File: config.mk
export PLATFORM = sky130hd
export DESIGN_NAME = uart_top
export DESIGN_NICKNAME = d
export VERILOG_FILES = /design/src/uart_pkg.sv /design/src/uart_bus_regs.sv /design/src/uart_tx.sv /design/src/uart_rx.sv /design/src/uart_top.sv
export SDC_FILE = /design/constraint.sdc
export NUM_CORES = 1
export LEC_CHECK = 0
export ABC_CLOCK_PERIOD_IN_PS = 4800
export BUFFER_PORTS_ARGS = -buffer_cell sky130_fd_sc_hd__buf_2
export CAP_MARGIN = 15
export CELL_PAD_IN_SITES_DETAIL_PLACEMENT = 2
export CELL_PAD_IN_SITES_GLOBAL_PLACEMENT = 2
export CORE_UTILIZATION = 35
export CTS_BUF_LIST = sky130_fd_sc_hd__clkbuf_16
export DETAILED_ROUTE_END_ITERATION = 10
export PLACE_DENSITY_LB_ADDON = 0.08
export SLEW_MARGIN = 10
export SYNTH_ARGS = -nofsm -noshare
export SYNTH_HDL_FRONTEND = slang
export SYNTH_SLANG_ARGS = --single-unit
File: constraint.sdc
create_clock -name clk -period 4.8 [get_ports clk]
set_clock_uncertainty 0.05 [all_clocks]
set_input_delay 0.24 -clock clk [delete_from_list [all_inputs] [get_ports clk]]
set_output_delay 0.24 -clock clk [all_outputs]
set_load 0.03 [all_outputs]
File: src/uart_pkg.sv
package uart_pkg;

    // Word index, taken from address bits 3:2.
    localparam logic [1:0] uart_reg_clk_div = 2'd0;
    localparam logic [1:0] uart_reg_status  = 2'd1;
    localparam logic [1:0] uart_reg_data    = 2'd2;

    // Start bit, eight data bits, stop bit.
    localparam int uart_frame_bits = 10;

    // One bit lasts divider + 1 clock cycles.
    typedef logic [15:0] uart_div_t;

    typedef struct packed {
        logic [31:0] address;
        logic        sel;
        logic        read;
        logic [3:0]  write_mask;
        logic [31:0] write_value;
    } uart_bus_req_t;

    typedef struct packed {
        logic       valid;
        logic [7:0] data;
    } uart_tx_req_t;

    typedef struct packed {
        logic       valid;
        logic [7:0] data;
    } uart_rx_byte_t;

    typedef struct packed {
        logic [15:0] zero;
        uart_div_t   divider;
    } uart_div_view_t;

    typedef struct packed {
        logic [29:0] zero;
        logic        rx_ready;
        logic        tx_ready;
    } uart_status_view_t;

    // Fill is all ones while the holding register is empty.
    typedef struct packed {
        logic [23:0] fill;
        logic [7:0]  value;
    } uart_data_view_t;

    // One register word, three ways to read it.
    typedef union packed {
        uart_div_view_t    div;
        uart_status_view_t status;
        uart_data_view_t   data;
    } uart_reg_word_u;

endpackage

File: src/uart_bus_regs.sv
`timescale 1ns/1ps

module uart_bus_regs
    import uart_pkg::*;
(
    input  logic           clk,
    input  logic           reset,
    input  uart_bus_req_t  bus_req,
    output uart_reg_word_u read_value,
    output uart_tx_req_t   tx_req,
    input  logic           tx_busy,
    input  uart_rx_byte_t  rx_byte,
    output uart_div_t      clk_div
);

    logic [1:0]     word;
    uart_reg_word_u write_word;
    logic           div_sel;
    logic           data_sel;

    logic [7:0]     rx_data;
    logic           rx_ready;

    assign word       = bus_req.address[3:2];
    assign write_word = bus_req.write_value;
    assign div_sel    = bus_req.sel && (word == uart_reg_clk_div);
    assign data_sel   = bus_req.sel && (word == uart_reg_data);

    // Serializer drops this itself when busy.
    assign tx_req.valid = data_sel && bus_req.write_mask[0];
    assign tx_req.data  = write_word.data.value;

    // Divider, byte-masked.
    always_ff @(posedge clk) begin
        if (reset) begin
            clk_div <= '0;
        end else if (div_sel) begin
            if (bus_req.write_mask[1])
                clk_div[15:8] <= write_word.div.divider[15:8];
            if (bus_req.write_mask[0])
                clk_div[7:0] <= write_word.div.divider[7:0];
        end
    end

    // Receive holding register. A new byte beats a clearing read.
    always_ff @(posedge clk) begin
        if (reset) begin
            rx_ready <= 1'b0;
        end else if (rx_byte.valid) begin
            rx_ready <= 1'b1;
        end else if (data_sel && bus_req.read) begin
            rx_ready <= 1'b0;
        end
    end

    always_ff @(posedge clk) begin
        if (rx_byte.valid)
            rx_data <= rx_byte.data; // Overwrites any unread byte.
    end

    always_comb begin
        read_value = '0;
        if (bus_req.sel) begin
            case (word)
                uart_reg_clk_div: begin
                    read_value.div.divider = clk_div;
                end
                uart_reg_status: begin
                    read_value.status.rx_ready = rx_ready;
                    read_value.status.tx_ready = !tx_busy;
                end
                uart_reg_data: begin
                    read_value.data.fill  = {24{~rx_ready}};
                    read_value.data.value = rx_ready ? rx_data : 8'h00;
                end
                default: begin
                    read_value = '0; // Word 3 reads as zero.
                end
            endcase
        end
    end

    // A strobed byte must be fully sampled.
    a_rx_byte_known: assert property (
        @(posedge clk) disable iff (reset)
        rx_byte.valid |-> !$isunknown(rx_byte.data)
    );

endmodule

File: src/uart_tx.sv
`timescale 1ns/1ps

module uart_tx
    import uart_pkg::*;
(
    input  logic         clk,
    input  logic         reset,
    input  uart_div_t    clk_div,
    input  uart_tx_req_t tx_req,
    output logic         tx,
    output logic         tx_busy
);

    logic [uart_frame_bits-1:0] shift;
    logic [3:0]                 slots; // Bit slots left in the frame.
    uart_div_t                  clks;

    assign tx      = shift[0];
    assign tx_busy = (slots != 4'd0);

    always_ff @(posedge clk) begin
        if (reset) begin
            shift <= '1; // Line idles high.
            slots <= '0;
            clks  <= '0;
        end else if (tx_req.valid && !tx_busy) begin
            // Stop, data LSB first, start.
            shift <= {1'b1, tx_req.data, 1'b0};
            slots <= 4'(uart_frame_bits);
            clks  <= clk_div;
        end else if (tx_busy) begin
            if (clks != '0) begin
                clks <= clks - 1'b1;
            end else begin
                clks  <= clk_div;
                slots <= slots - 1'b1;
                shift <= {1'b1, shift[uart_frame_bits-1:1]};
            end
        end
    end

    // Line is high whenever no frame is in flight.
    a_idle_high: assert property (
        @(posedge clk) disable iff (reset)
        !tx_busy |-> tx
    );

endmodule

File: src/uart_rx.sv
`timescale 1ns/1ps

module uart_rx
    import uart_pkg::*;
(
    input  logic          clk,
    input  logic          reset,
    input  uart_div_t     clk_div,
    input  logic          rx,
    output uart_rx_byte_t rx_byte
);

    logic [3:0] slots; // Zero while idle.
    uart_div_t  clks;
    logic [7:0] shift;
    logic       start_slot;
    logic       stop_slot;

    assign start_slot = (slots == 4'(uart_frame_bits));
    assign stop_slot  = (slots == 4'd1);

    always_ff @(posedge clk) begin
        rx_byte.valid <= 1'b0;

        if (reset) begin
            slots <= '0;
            clks  <= '0;
        end else if (slots == 4'd0) begin
            // Falling line starts a frame, first sample half a bit in.
            if (!rx) begin
                clks  <= {1'b0, clk_div[15:1]};
                slots <= 4'(uart_frame_bits);
            end
        end else if (clks != '0) begin
            clks <= clks - 1'b1;
        end else begin
            clks  <= clk_div;
            slots <= slots - 1'b1;

            if (start_slot) begin
                if (rx)
                    slots <= '0; // Glitch, back to idle.
            end else if (stop_slot) begin
                rx_byte.valid <= rx; // Framing error drops the byte.
                rx_byte.data  <= shift;
            end else begin
                shift <= {rx, shift[7:1]};
            end
        end
    end

    a_valid_pulse: assert property (
        @(posedge clk) disable iff (reset)
        rx_byte.valid |=> !rx_byte.valid
    );

endmodule

File: src/uart_top.sv
`timescale 1ns/1ps

module uart_top
    import uart_pkg::*;
(
    input  logic           clk,
    input  logic           reset,
    input  logic           rx,
    input  uart_bus_req_t  bus_req,
    output logic           tx,
    output uart_reg_word_u read_value
);

    uart_tx_req_t  tx_req;
    logic          tx_busy;
    uart_div_t     clk_div;
    uart_rx_byte_t rx_byte;

    uart_bus_regs u_bus_regs (
        .clk        (clk),
        .reset      (reset),
        .bus_req    (bus_req),
        .read_value (read_value),
        .tx_req     (tx_req),
        .tx_busy    (tx_busy),
        .rx_byte    (rx_byte),
        .clk_div    (clk_div)
    );

    uart_tx u_tx (
        .clk     (clk),
        .reset   (reset),
        .clk_div (clk_div),
        .tx_req  (tx_req),
        .tx      (tx),
        .tx_busy (tx_busy)
    );

    uart_rx u_rx (
        .clk     (clk),
        .reset   (reset),
        .clk_div (clk_div),
        .rx      (rx),
        .rx_byte (rx_byte)
    );

endmodule

==> results of run 1 <==
-- power by group --
group          switching [mW]  total (mW)  leakage [nW]  internal [mW]
logic                    1.45        2.25          1.14          0.803
registers               0.197        1.14         0.762          0.944
clock network           0.318       0.754         0.158          0.436
total                    1.96        4.15          2.06           2.18
-- through the flow --
step           instances  area, um^2   util
6_report             736        5450  0.408
5_1_grt              736        5450  0.408
4_1_cts              735        5440  0.408
3_5_place_dp         719        5130  0.384
3_3_place_gp         719        5130  0.384
2_1_floorplan        529        4840      -
-- layout by cell type (no fill, tap or decap), drive strengths merged, types with 10 or more instances in the layout --
master	Yosys	layout
dfxtp	67	67
buf	29	62
nand2	57	57
a21oi	39	39
nor2	34	34
nor3	30	30
mux2i	24	24
edfxtp	24	24
inv	17	21
o21ai	20	20
nor4	16	16
a31oi	11	11
a211oi	11	11
nor2b	10	10
o32ai	10	10
clkbuf	18	10
-- per-layer routing --
layer  up-vias  GRT usage  routed length, um
li1       2002          -                  -
met1      2145      0.283               7050
met2        62      0.419               8390
met3        25     0.0413                369
met4         0      0.100                454
met5         -          0                  0
-- flip-flops by register name, indices dropped and copies added, names as in the netlist --
signal / flops
u_bus_regs.clk_div: 16
u_rx.clks: 16
u_tx.clks: 16
u_rx.rx_byte: 9
u_tx.shift: 9
u_bus_regs.rx_data: 8
u_rx.shift: 8
u_rx.slots: 4
u_tx.slots: 4
u_bus_regs.rx_ready: 1
-- worst reg2reg max path, stage by stage (launching register included) --
cell and delay, ps:
sky130_fd_sc_hd__dfxtp_1 330, sky130_fd_sc_hd__inv_1 70, sky130_fd_sc_hd__ha_1 210, sky130_fd_sc_hd__or3b_1 440
sky130_fd_sc_hd__or2_1 490, sky130_fd_sc_hd__nand2_1 560, sky130_fd_sc_hd__o21ai_1 170, sky130_fd_sc_hd__a2111oi_2 390
-- layout make-up --
type                            instances  area share
Clock inverter                          6      0.0113
Timing Repair Buffer                   62      0.0588
Multi-Input combinational cell        374       0.453
Inverter                               17      0.0117
Tap cell                              176      0.0404
Clock buffer                           10      0.0459
Sequential cell                        91       0.379
-- cells in the mapped netlist (3+ instances only) --
| library cell | n | area [um^2] |
|---|---|---|
| sky130_fd_sc_hd__nand4b_1 | 3 | 26.3 |
| sky130_fd_sc_hd__nor3b_1 | 3 | 22.5 |
| sky130_fd_sc_hd__nor4_2 | 4 | 50.1 |
| sky130_fd_sc_hd__o21ai_1 | 3 | 15.0 |
| sky130_fd_sc_hd__a211oi_1 | 11 | 82.6 |
| sky130_fd_sc_hd__nand2_1 | 56 | 210 |
| sky130_fd_sc_hd__o32ai_1 | 10 | 87.6 |
| sky130_fd_sc_hd__and2_1 | 5 | 31.3 |
| sky130_fd_sc_hd__inv_1 | 17 | 63.8 |
| sky130_fd_sc_hd__nand4_1 | 4 | 25.0 |
| sky130_fd_sc_hd__nand3_1 | 5 | 25.0 |
| sky130_fd_sc_hd__clkbuf_1 | 18 | 67.6 |
| sky130_fd_sc_hd__o22ai_1 | 5 | 31.3 |
| sky130_fd_sc_hd__xor2_1 | 4 | 35.0 |
| sky130_fd_sc_hd__a311oi_1 | 5 | 43.8 |
| sky130_fd_sc_hd__mux2_2 | 3 | 33.8 |
| sky130_fd_sc_hd__xnor2_1 | 4 | 35.0 |
| sky130_fd_sc_hd__nor4_1 | 12 | 75.1 |
| sky130_fd_sc_hd__nor2_1 | 32 | 120 |
| sky130_fd_sc_hd__or3b_1 | 3 | 26.3 |
| sky130_fd_sc_hd__buf_2 | 10 | 50.1 |
| sky130_fd_sc_hd__a22o_1 | 6 | 52.6 |
| sky130_fd_sc_hd__a21o_1 | 8 | 60.1 |
| sky130_fd_sc_hd__buf_4 | 15 | 113 |
| sky130_fd_sc_hd__a31oi_1 | 11 | 68.8 |
| sky130_fd_sc_hd__nor2b_1 | 10 | 62.6 |
| sky130_fd_sc_hd__edfxtp_1 | 24 | 721 |
| sky130_fd_sc_hd__o211ai_1 | 3 | 22.5 |
| sky130_fd_sc_hd__dfxtp_1 | 67 | 1340 |
| sky130_fd_sc_hd__mux2i_1 | 24 | 240 |
| sky130_fd_sc_hd__nor3_1 | 28 | 140 |
| sky130_fd_sc_hd__ha_1 | 9 | 113 |
| sky130_fd_sc_hd__a21oi_1 | 38 | 190 |
| sky130_fd_sc_hd__o31ai_1 | 3 | 22.5 |
| sky130_fd_sc_hd__and3_1 | 4 | 25.0 |
| sky130_fd_sc_hd__o21ai_0 | 16 | 80.1 |
| sky130_fd_sc_hd__or3_1 | 6 | 37.5 |
-- cell families after synthesis --
logic type	after synthesis	share of synthesized area
and+or+nand+nor	195	0.223
AOI/OAI and AO/OA	134	0.187
DFF	91	0.426
buffers and inverters	64	0.0669
muxes	27	0.0566
xor gates and xnor gates	9	0.0178
adders and majority gates	9	0.0233
-- final timing paths --
check | startpoint | to | slack, ps
worst max register to register | u_tx.slots[0] | u_tx.clks[15] | 1980
worst min-delay path | bus_req[11] | u_bus_regs.clk_div[11] | 80
worst min register to register | u_rx.rx_byte[7] | u_bus_regs.rx_data[7] | 370
worst max-delay path | u_tx.slots[0] | u_tx.clks[15] | 1980
==> qor.tcl, run 1 <==
set qor(outcome) {finished, final reports clean}
set qor(hold_fix_buffers_cts) 0
set qor(finalWeightedCongestion) 0.847
set qor(cts_made_buffers) 9
set qor(layout_min_cycle_time_ps) 2820
set qor(clock_sinks) 91
set qor(vdd_ir_drop_max_v) 0.000311
set qor(grt_first_pass_wirelength_mm) 25.5
set qor(min_delay_path_depth) 3
set qor(mappedNetlistNets) 611
set qor(count_of_input_and_output_buffers) 57
set qor(fp.dieW_um) 120
set qor(final_critical_path_setup_slack_ps) 1980
set qor(synth-async-reset-ratio) 0
set qor(critPathMaxStageDelay_ps) 560
set qor(critPathKind) {flop to flop}
set qor(finalPower_mw) 4.15
set qor(yosys_register_bits) 91
set qor(drive_above_1_share) 0.180
set qor(synth_cell_types) 67
set qor(ctsHtreeMaxLevel) 3
set qor(drt-pass1-iter-count) 4
set qor(dr_total_vias) 4234
set qor(max_freq_ghz) 0.355
set qor(route.final.wire_length_mm) 16.3
set qor(arrival_ps) 3010
set qor(multiInputGateArea_um2) 2470
set qor(cpLargestDelayFamily) {simple AND/OR/NAND/NOR gates}
set qor(ctsLongestPathBuffers) 2
set qor(r2r_worst_path_depth) 7
set qor(synth_sequential_area_ratio) 0.426
set qor(num-fill-cells) 1476
set qor(detail_route_antenna_nets) 0
set qor(placement.setup.worst_slack_ps) 1670
set qor(required_ps) 4990
set qor(design.core.area_um2) 13300
set qor(largest_net_degree_at_the_start_of_global_routing) 60
set qor(dpl.hpwl_mm) 11.3
set qor(post_synth.cell_area_avg_um2) 9.15
set qor(vias_per_cell) 5.75
set qor(path_clk_slew_ps) 70
set qor(initial_core_util) 0.363
set qor(rsz0062_at_grt) {no}
set qor(wire_per_inst_um) 22.1
set qor(grt_overflow) 0
set qor(synth_area_um2) 4840
set qor(nNetsFinal) 637
set qor(dr.first_iter.drc_count) 236
set qor(power_density_over_the_cells_nw_per_um2) 761
set qor(cts_setup_buffers) 0
set qor(clock-root-buffer) {sky130_fd_sc_hd__clkbuf_16}
set qor(critical_path.n_buffers_inverters) 1
set qor(synth_edf_count) 24
set qor(crit_path_max_fo) 14
set qor(slew_margin_rel) 0.254
set qor(finalSetupTns_ps) 0
set qor(timing.critical_path.slowest_stage_cell) {sky130_fd_sc_hd__nand2_1}
set qor(clk_latency_ps) 340
set qor(drt_drc_violations_left) 0
set qor(groute.usage.overall) 0.237
set qor(register_area_um2) 2060
set qor(final_min_period_over_clock_period) 0.587
set qor(post_synth_inst_count) 529
set qor(final_hold_viol_count) 0
set qor(postCtsResizedCells) 0
set qor(area_delta_synth_final_pct) 12.5
set qor(maxCapViolations) 0
set qor(worst_slew_pin_slew_ps) 1120
set qor(report.final.setup_viol) 0
set qor(path_cells) {inv_1 -> ha_1 -> or3b_1 -> or2_1 -> nand2_1 -> o21ai_1 -> a2111oi_2}
set qor(ioPinCount) 106
set qor(cp-end-kind) {flop}
set qor(die_h_um) 120
set qor(diodes) 0
set qor(whs_ps) 82.8
set qor(path_depth) 7
set qor(startpoint_type) {flop}
set qor(leakagePower_nw) 2.06
set qor(die_area_um2) 14300
set qor(min-delay-path-class) {input port to flop}
set qor(num_rows) 42
set qor(grt_pass1_vias) 4480
set qor(total_number_of_yosys_warnings) 0
set qor(timing_max_transition_violations_final) 0
set qor(tritoncts) {done}
set qor(most_used_flip_flop_cell_after_synthesis) {sky130_fd_sc_hd__dfxtp_1}
set qor(antenna_found_initial) 0
No activity file was read; power rests on OpenSTA's default activity.
==> run 2: changes to the inputs <==
- ABC_CLOCK_PERIOD_IN_PS: 4800 -> 2600
- CORE_UTILIZATION: 35 -> 33
- clock period: 4.8 -> 2.6 ns (I/O delays scaled with it)
==> run 2 against run 1 <==
  * Flip-flop and latch count did not move
  * Non-clock buffer count rose by 24
  * Sequential share of layout area fell by 1.3 points
  * Power rose by 90%
  * Sequential power rose by 83%
  * Via count rose by 0.47%
  * Setup slack got worse by 1700 ps
  * First-iteration DRC count fell by 34%
  * Register-to-register slack got worse by 1700 ps
  * Critical endpoint unchanged
  * Largest power group unchanged
==> qor.tcl, run 2 (synthesis results as in run 1) <==
set qor(outcome) {finished, final reports clean} ;# unchanged
set qor(rsz0062_at_grt) {no} ;# unchanged
set qor(final_hold_viol_count) 0 ;# unchanged
set qor(ctsLongestPathBuffers) 2 ;# unchanged
set qor(wire_per_inst_um) 20.8 ;# was 22.1 um
set qor(tritoncts) {done} ;# unchanged
set qor(min-delay-path-class) {input port to flop} ;# unchanged
set qor(grt_pass1_vias) 4642 ;# was 4,480
set qor(count_of_input_and_output_buffers) 57 ;# unchanged
set qor(clock_sinks) 91 ;# unchanged
set qor(leakagePower_nw) 2.14 ;# was 2.06 nW
set qor(cts_setup_buffers) 0 ;# unchanged
set qor(nNetsFinal) 661 ;# was 637
set qor(highest_signal_layer_in_the_routed_design) {met4} ;# unchanged
set qor(met3_wirelength_um) 278 ;# was 369 um
set qor(met1_length_mm) 7.34 ;# was 7.05 mm
set qor(vdd_ir_drop_max_v) 0.000658 ;# was 0.000311 V
set qor(critPathKind) {flop to flop} ;# unchanged
set qor(maxCapViolations) 0 ;# unchanged
set qor(worst_slew_pin_slew_ps) 648 ;# was 1120 ps
set qor(cp-end-kind) {flop} ;# unchanged
set qor(die_h_um) 123 ;# was 120 um
set qor(grt_first_pass_wirelength_mm) 25.6 ;# was 25.5 mm
set qor(critPathLaunch) {u_tx.slots[0]} ;# unchanged
set qor(ioPinCount) 106 ;# unchanged
set qor(reg.largest.list) {u_bus_regs.clk_div: 16 flops, u_rx.clks: 16 flops, u_tx.clks: 16 flops} ;# unchanged
set qor(drt-pass1-iter-count) 4 ;# unchanged
set qor(design.core.area_um2) 14100 ;# was 13,300 um^2
set qor(layout_min_cycle_time_ps) 2300 ;# was 2820 ps
set qor(finalWeightedCongestion) 0.776 ;# was 0.847
set qor(diodes) 0 ;# unchanged
set qor(layout_commonest_cell) {sky130_fd_sc_hd__dfxtp_1} ;# unchanged
set qor(drive_above_1_share) 0.202 ;# was 0.180
set qor(regToRegEndpoint) {u_tx.clks[15]} ;# unchanged
set qor(final_min_period_over_clock_period) 0.886 ;# was 0.587
set qor(drt_drc_violations_left) 0 ;# unchanged
set qor(r2r_worst_path_depth) 7 ;# unchanged
set qor(postCtsResizedCells) 0 ;# unchanged
set qor(dpl.hpwl_mm) 11.2 ;# was 11.3 mm
set qor(die_area_um2) 15200 ;# was 14,300 um^2
set qor(crit_path_end) {u_tx.clks[15]} ;# unchanged
set qor(wl_met2_mm) 8.08 ;# was 8.39 mm
set qor(power_density_over_the_cells_nw_per_um2) 1390 ;# was 761 nW/um^2
set qor(vias_per_cell) 5.57 ;# was 5.75
set qor(critical_path.reg2reg.startpoint) {u_tx.slots[0]} ;# unchanged
set qor(critPathMaxStageDelay_ps) 480 ;# was 560 ps
set qor(detail_route_antenna_nets) 0 ;# unchanged
set qor(timing.critical_path.slowest_stage_cell) {sky130_fd_sc_hd__or3b_1} ;# was sky130_fd_sc_hd__nand2_1
set qor(fp.dieW_um) 123 ;# was 120 um
set qor(ctsHtreeMaxLevel) 3 ;# unchanged
set qor(timing_max_transition_violations_final) 0 ;# unchanged
set qor(cts_made_buffers) 9 ;# unchanged
set qor(clk_latency_ps) 350 ;# was 340 ps
set qor(clock-root-buffer) {sky130_fd_sc_hd__clkbuf_16} ;# unchanged
set qor(area_delta_synth_final_pct) 16.7 ;# was 12.5%
set qor(hold_fix_buffers_cts) 9 ;# was 0
set qor(path_cells) {inv_1 -> ha_1 -> or3b_1 -> or2_1 -> nand2_1 -> o21ai_1 -> a2111oi_2} ;# unchanged
set qor(whs_ps) 14.8 ;# was 82.8 ps
set qor(largest_net_degree_at_the_start_of_global_routing) 30 ;# was 60
set qor(grt_overflow) 0 ;# unchanged
set qor(crit_path_max_fo) 9 ;# was 14
set qor(worstHoldStart) {bus_req[0]} ;# was bus_req[11]
set qor(antenna_found_initial) 0 ;# unchanged
set qor(initial_core_util) 0.343 ;# was 0.363
set qor(layout.cells.most_common_list) {67 x sky130_fd_sc_hd__dfxtp_1, 57 x sky130_fd_sc_hd__buf_2, 56 x sky130_fd_sc_hd__nand2_1, 38 x sky130_fd_sc_hd__a21oi_1, 32 x sky130_fd_sc_hd__nor2_1} ;# was 67 x sky130_fd_sc_hd__dfxtp_1, 58 x sky130_fd_sc_hd__buf_2, 56 x sky130_fd_sc_hd__nand2_1, 38 x sky130_fd_sc_hd__a21oi_1, 32 x sky130_fd_sc_hd__nor2_1
set qor(fin_util) 0.401 ;# was 0.408
set qor(dr_total_vias) 4254 ;# was 4,234
set qor(startpoint_type) {flop} ;# unchanged
set qor(finalSetupTns_ps) 0 ;# unchanged
set qor(slew_margin_rel) 0.568 ;# was 0.254
set qor(ff2ff_setup_slack_ps) 300 ;# was 1980 ps
set qor(report.final.setup_viol) 0 ;# unchanged
set qor(dr.first_iter.drc_count) 155 ;# was 236
set qor(path_clk_slew_ps) 70 ;# about the same
set qor(arrival_ps) 2510 ;# was 3010 ps
set qor(route.final.wire_length_mm) 15.9 ;# was 16.3 mm
set qor(required_ps) 2810 ;# was 4990 ps
set qor(groute.usage.overall) 0.223 ;# was 0.237
set qor(max_freq_ghz) 0.434 ;# was 0.355 GHz
set qor(num_rows) 43 ;# was 42
run 2: cell count changes in the layout (fill, tap and decap cells not counted), sizes merged:
| cell | delta |
|---|---|
| dlygate4sd3 | +9 |
| clkinvlp | +5 |
| clkinv | -1 |
| inv | -3 |
| buf | +15 |
| clkbuf | -1 |
run 2: how the worst min path moves through the flow:
stage,cells after the start,to,slack (ps)
2_1_floorplan,0,u_rx.shift[7],180
3_3_place_gp,3,u_bus_regs.clk_div[15],320
3_5_place_dp,3,u_bus_regs.clk_div[11],340
4_1_cts,3,u_bus_regs.clk_div[1],2
5_1_grt,3,u_bus_regs.clk_div[0],20
6_report,3,u_bus_regs.clk_div[0],10
run 2: final cells by class:
cell class,instances,area (um^2)
inverters,17,63.8
flip-flops and latches,91,2060
repair buffers,86,526
well taps,180,225
fillers,1580,8450
clock inverters,7,76.3
multi-input cells,374,2470
clock buffers,9,225
run 2: report_power, final:
part / switching, mW / internal, mW
Clock: 0.604 / 0.749
Combinational: 2.72 / 1.70
Sequential: 0.348 / 1.74
Total: 3.67 / 4.19
run 2: worst max-delay path, delay by kind of cell (launching register included):
family / cells / cell delay (ps)
AND/OR/NAND/NOR: 3 / 1050
adder cells (fa/ha/maj): 1 / 210
flip-flops: 1 / 330
AO/OA/AOI/OAI: 2 / 500
buffers and inverters: 1 / 60
run 2: per-layer routing:
| metal | global-route usage | vias up |
|---|---|---|
| met4 | 0.0663 | 0 |
| met5 | 0 | - |
| met2 | 0.395 | 30 |
| met1 | 0.278 | 2166 |
| li1 | - | 2042 |
| met3 | 0.0346 | 16 |
run 2: stage by stage:
step / instance area (um^2) / power (mW) / std cells / setup WS [ps]
3_5_place_dp: 5260 / 6.52 / 739 / 299
4_1_cts: 5650 / 7.93 / 764 / 284
3_3_place_gp: 5260 / 6.34 / 739 / 361
6_report: 5650 / 7.86 / 764 / 296
2_1_floorplan: 4840 / 5.22 / 529 / 259
5_1_grt: 5650 / 8.44 / 764 / 129
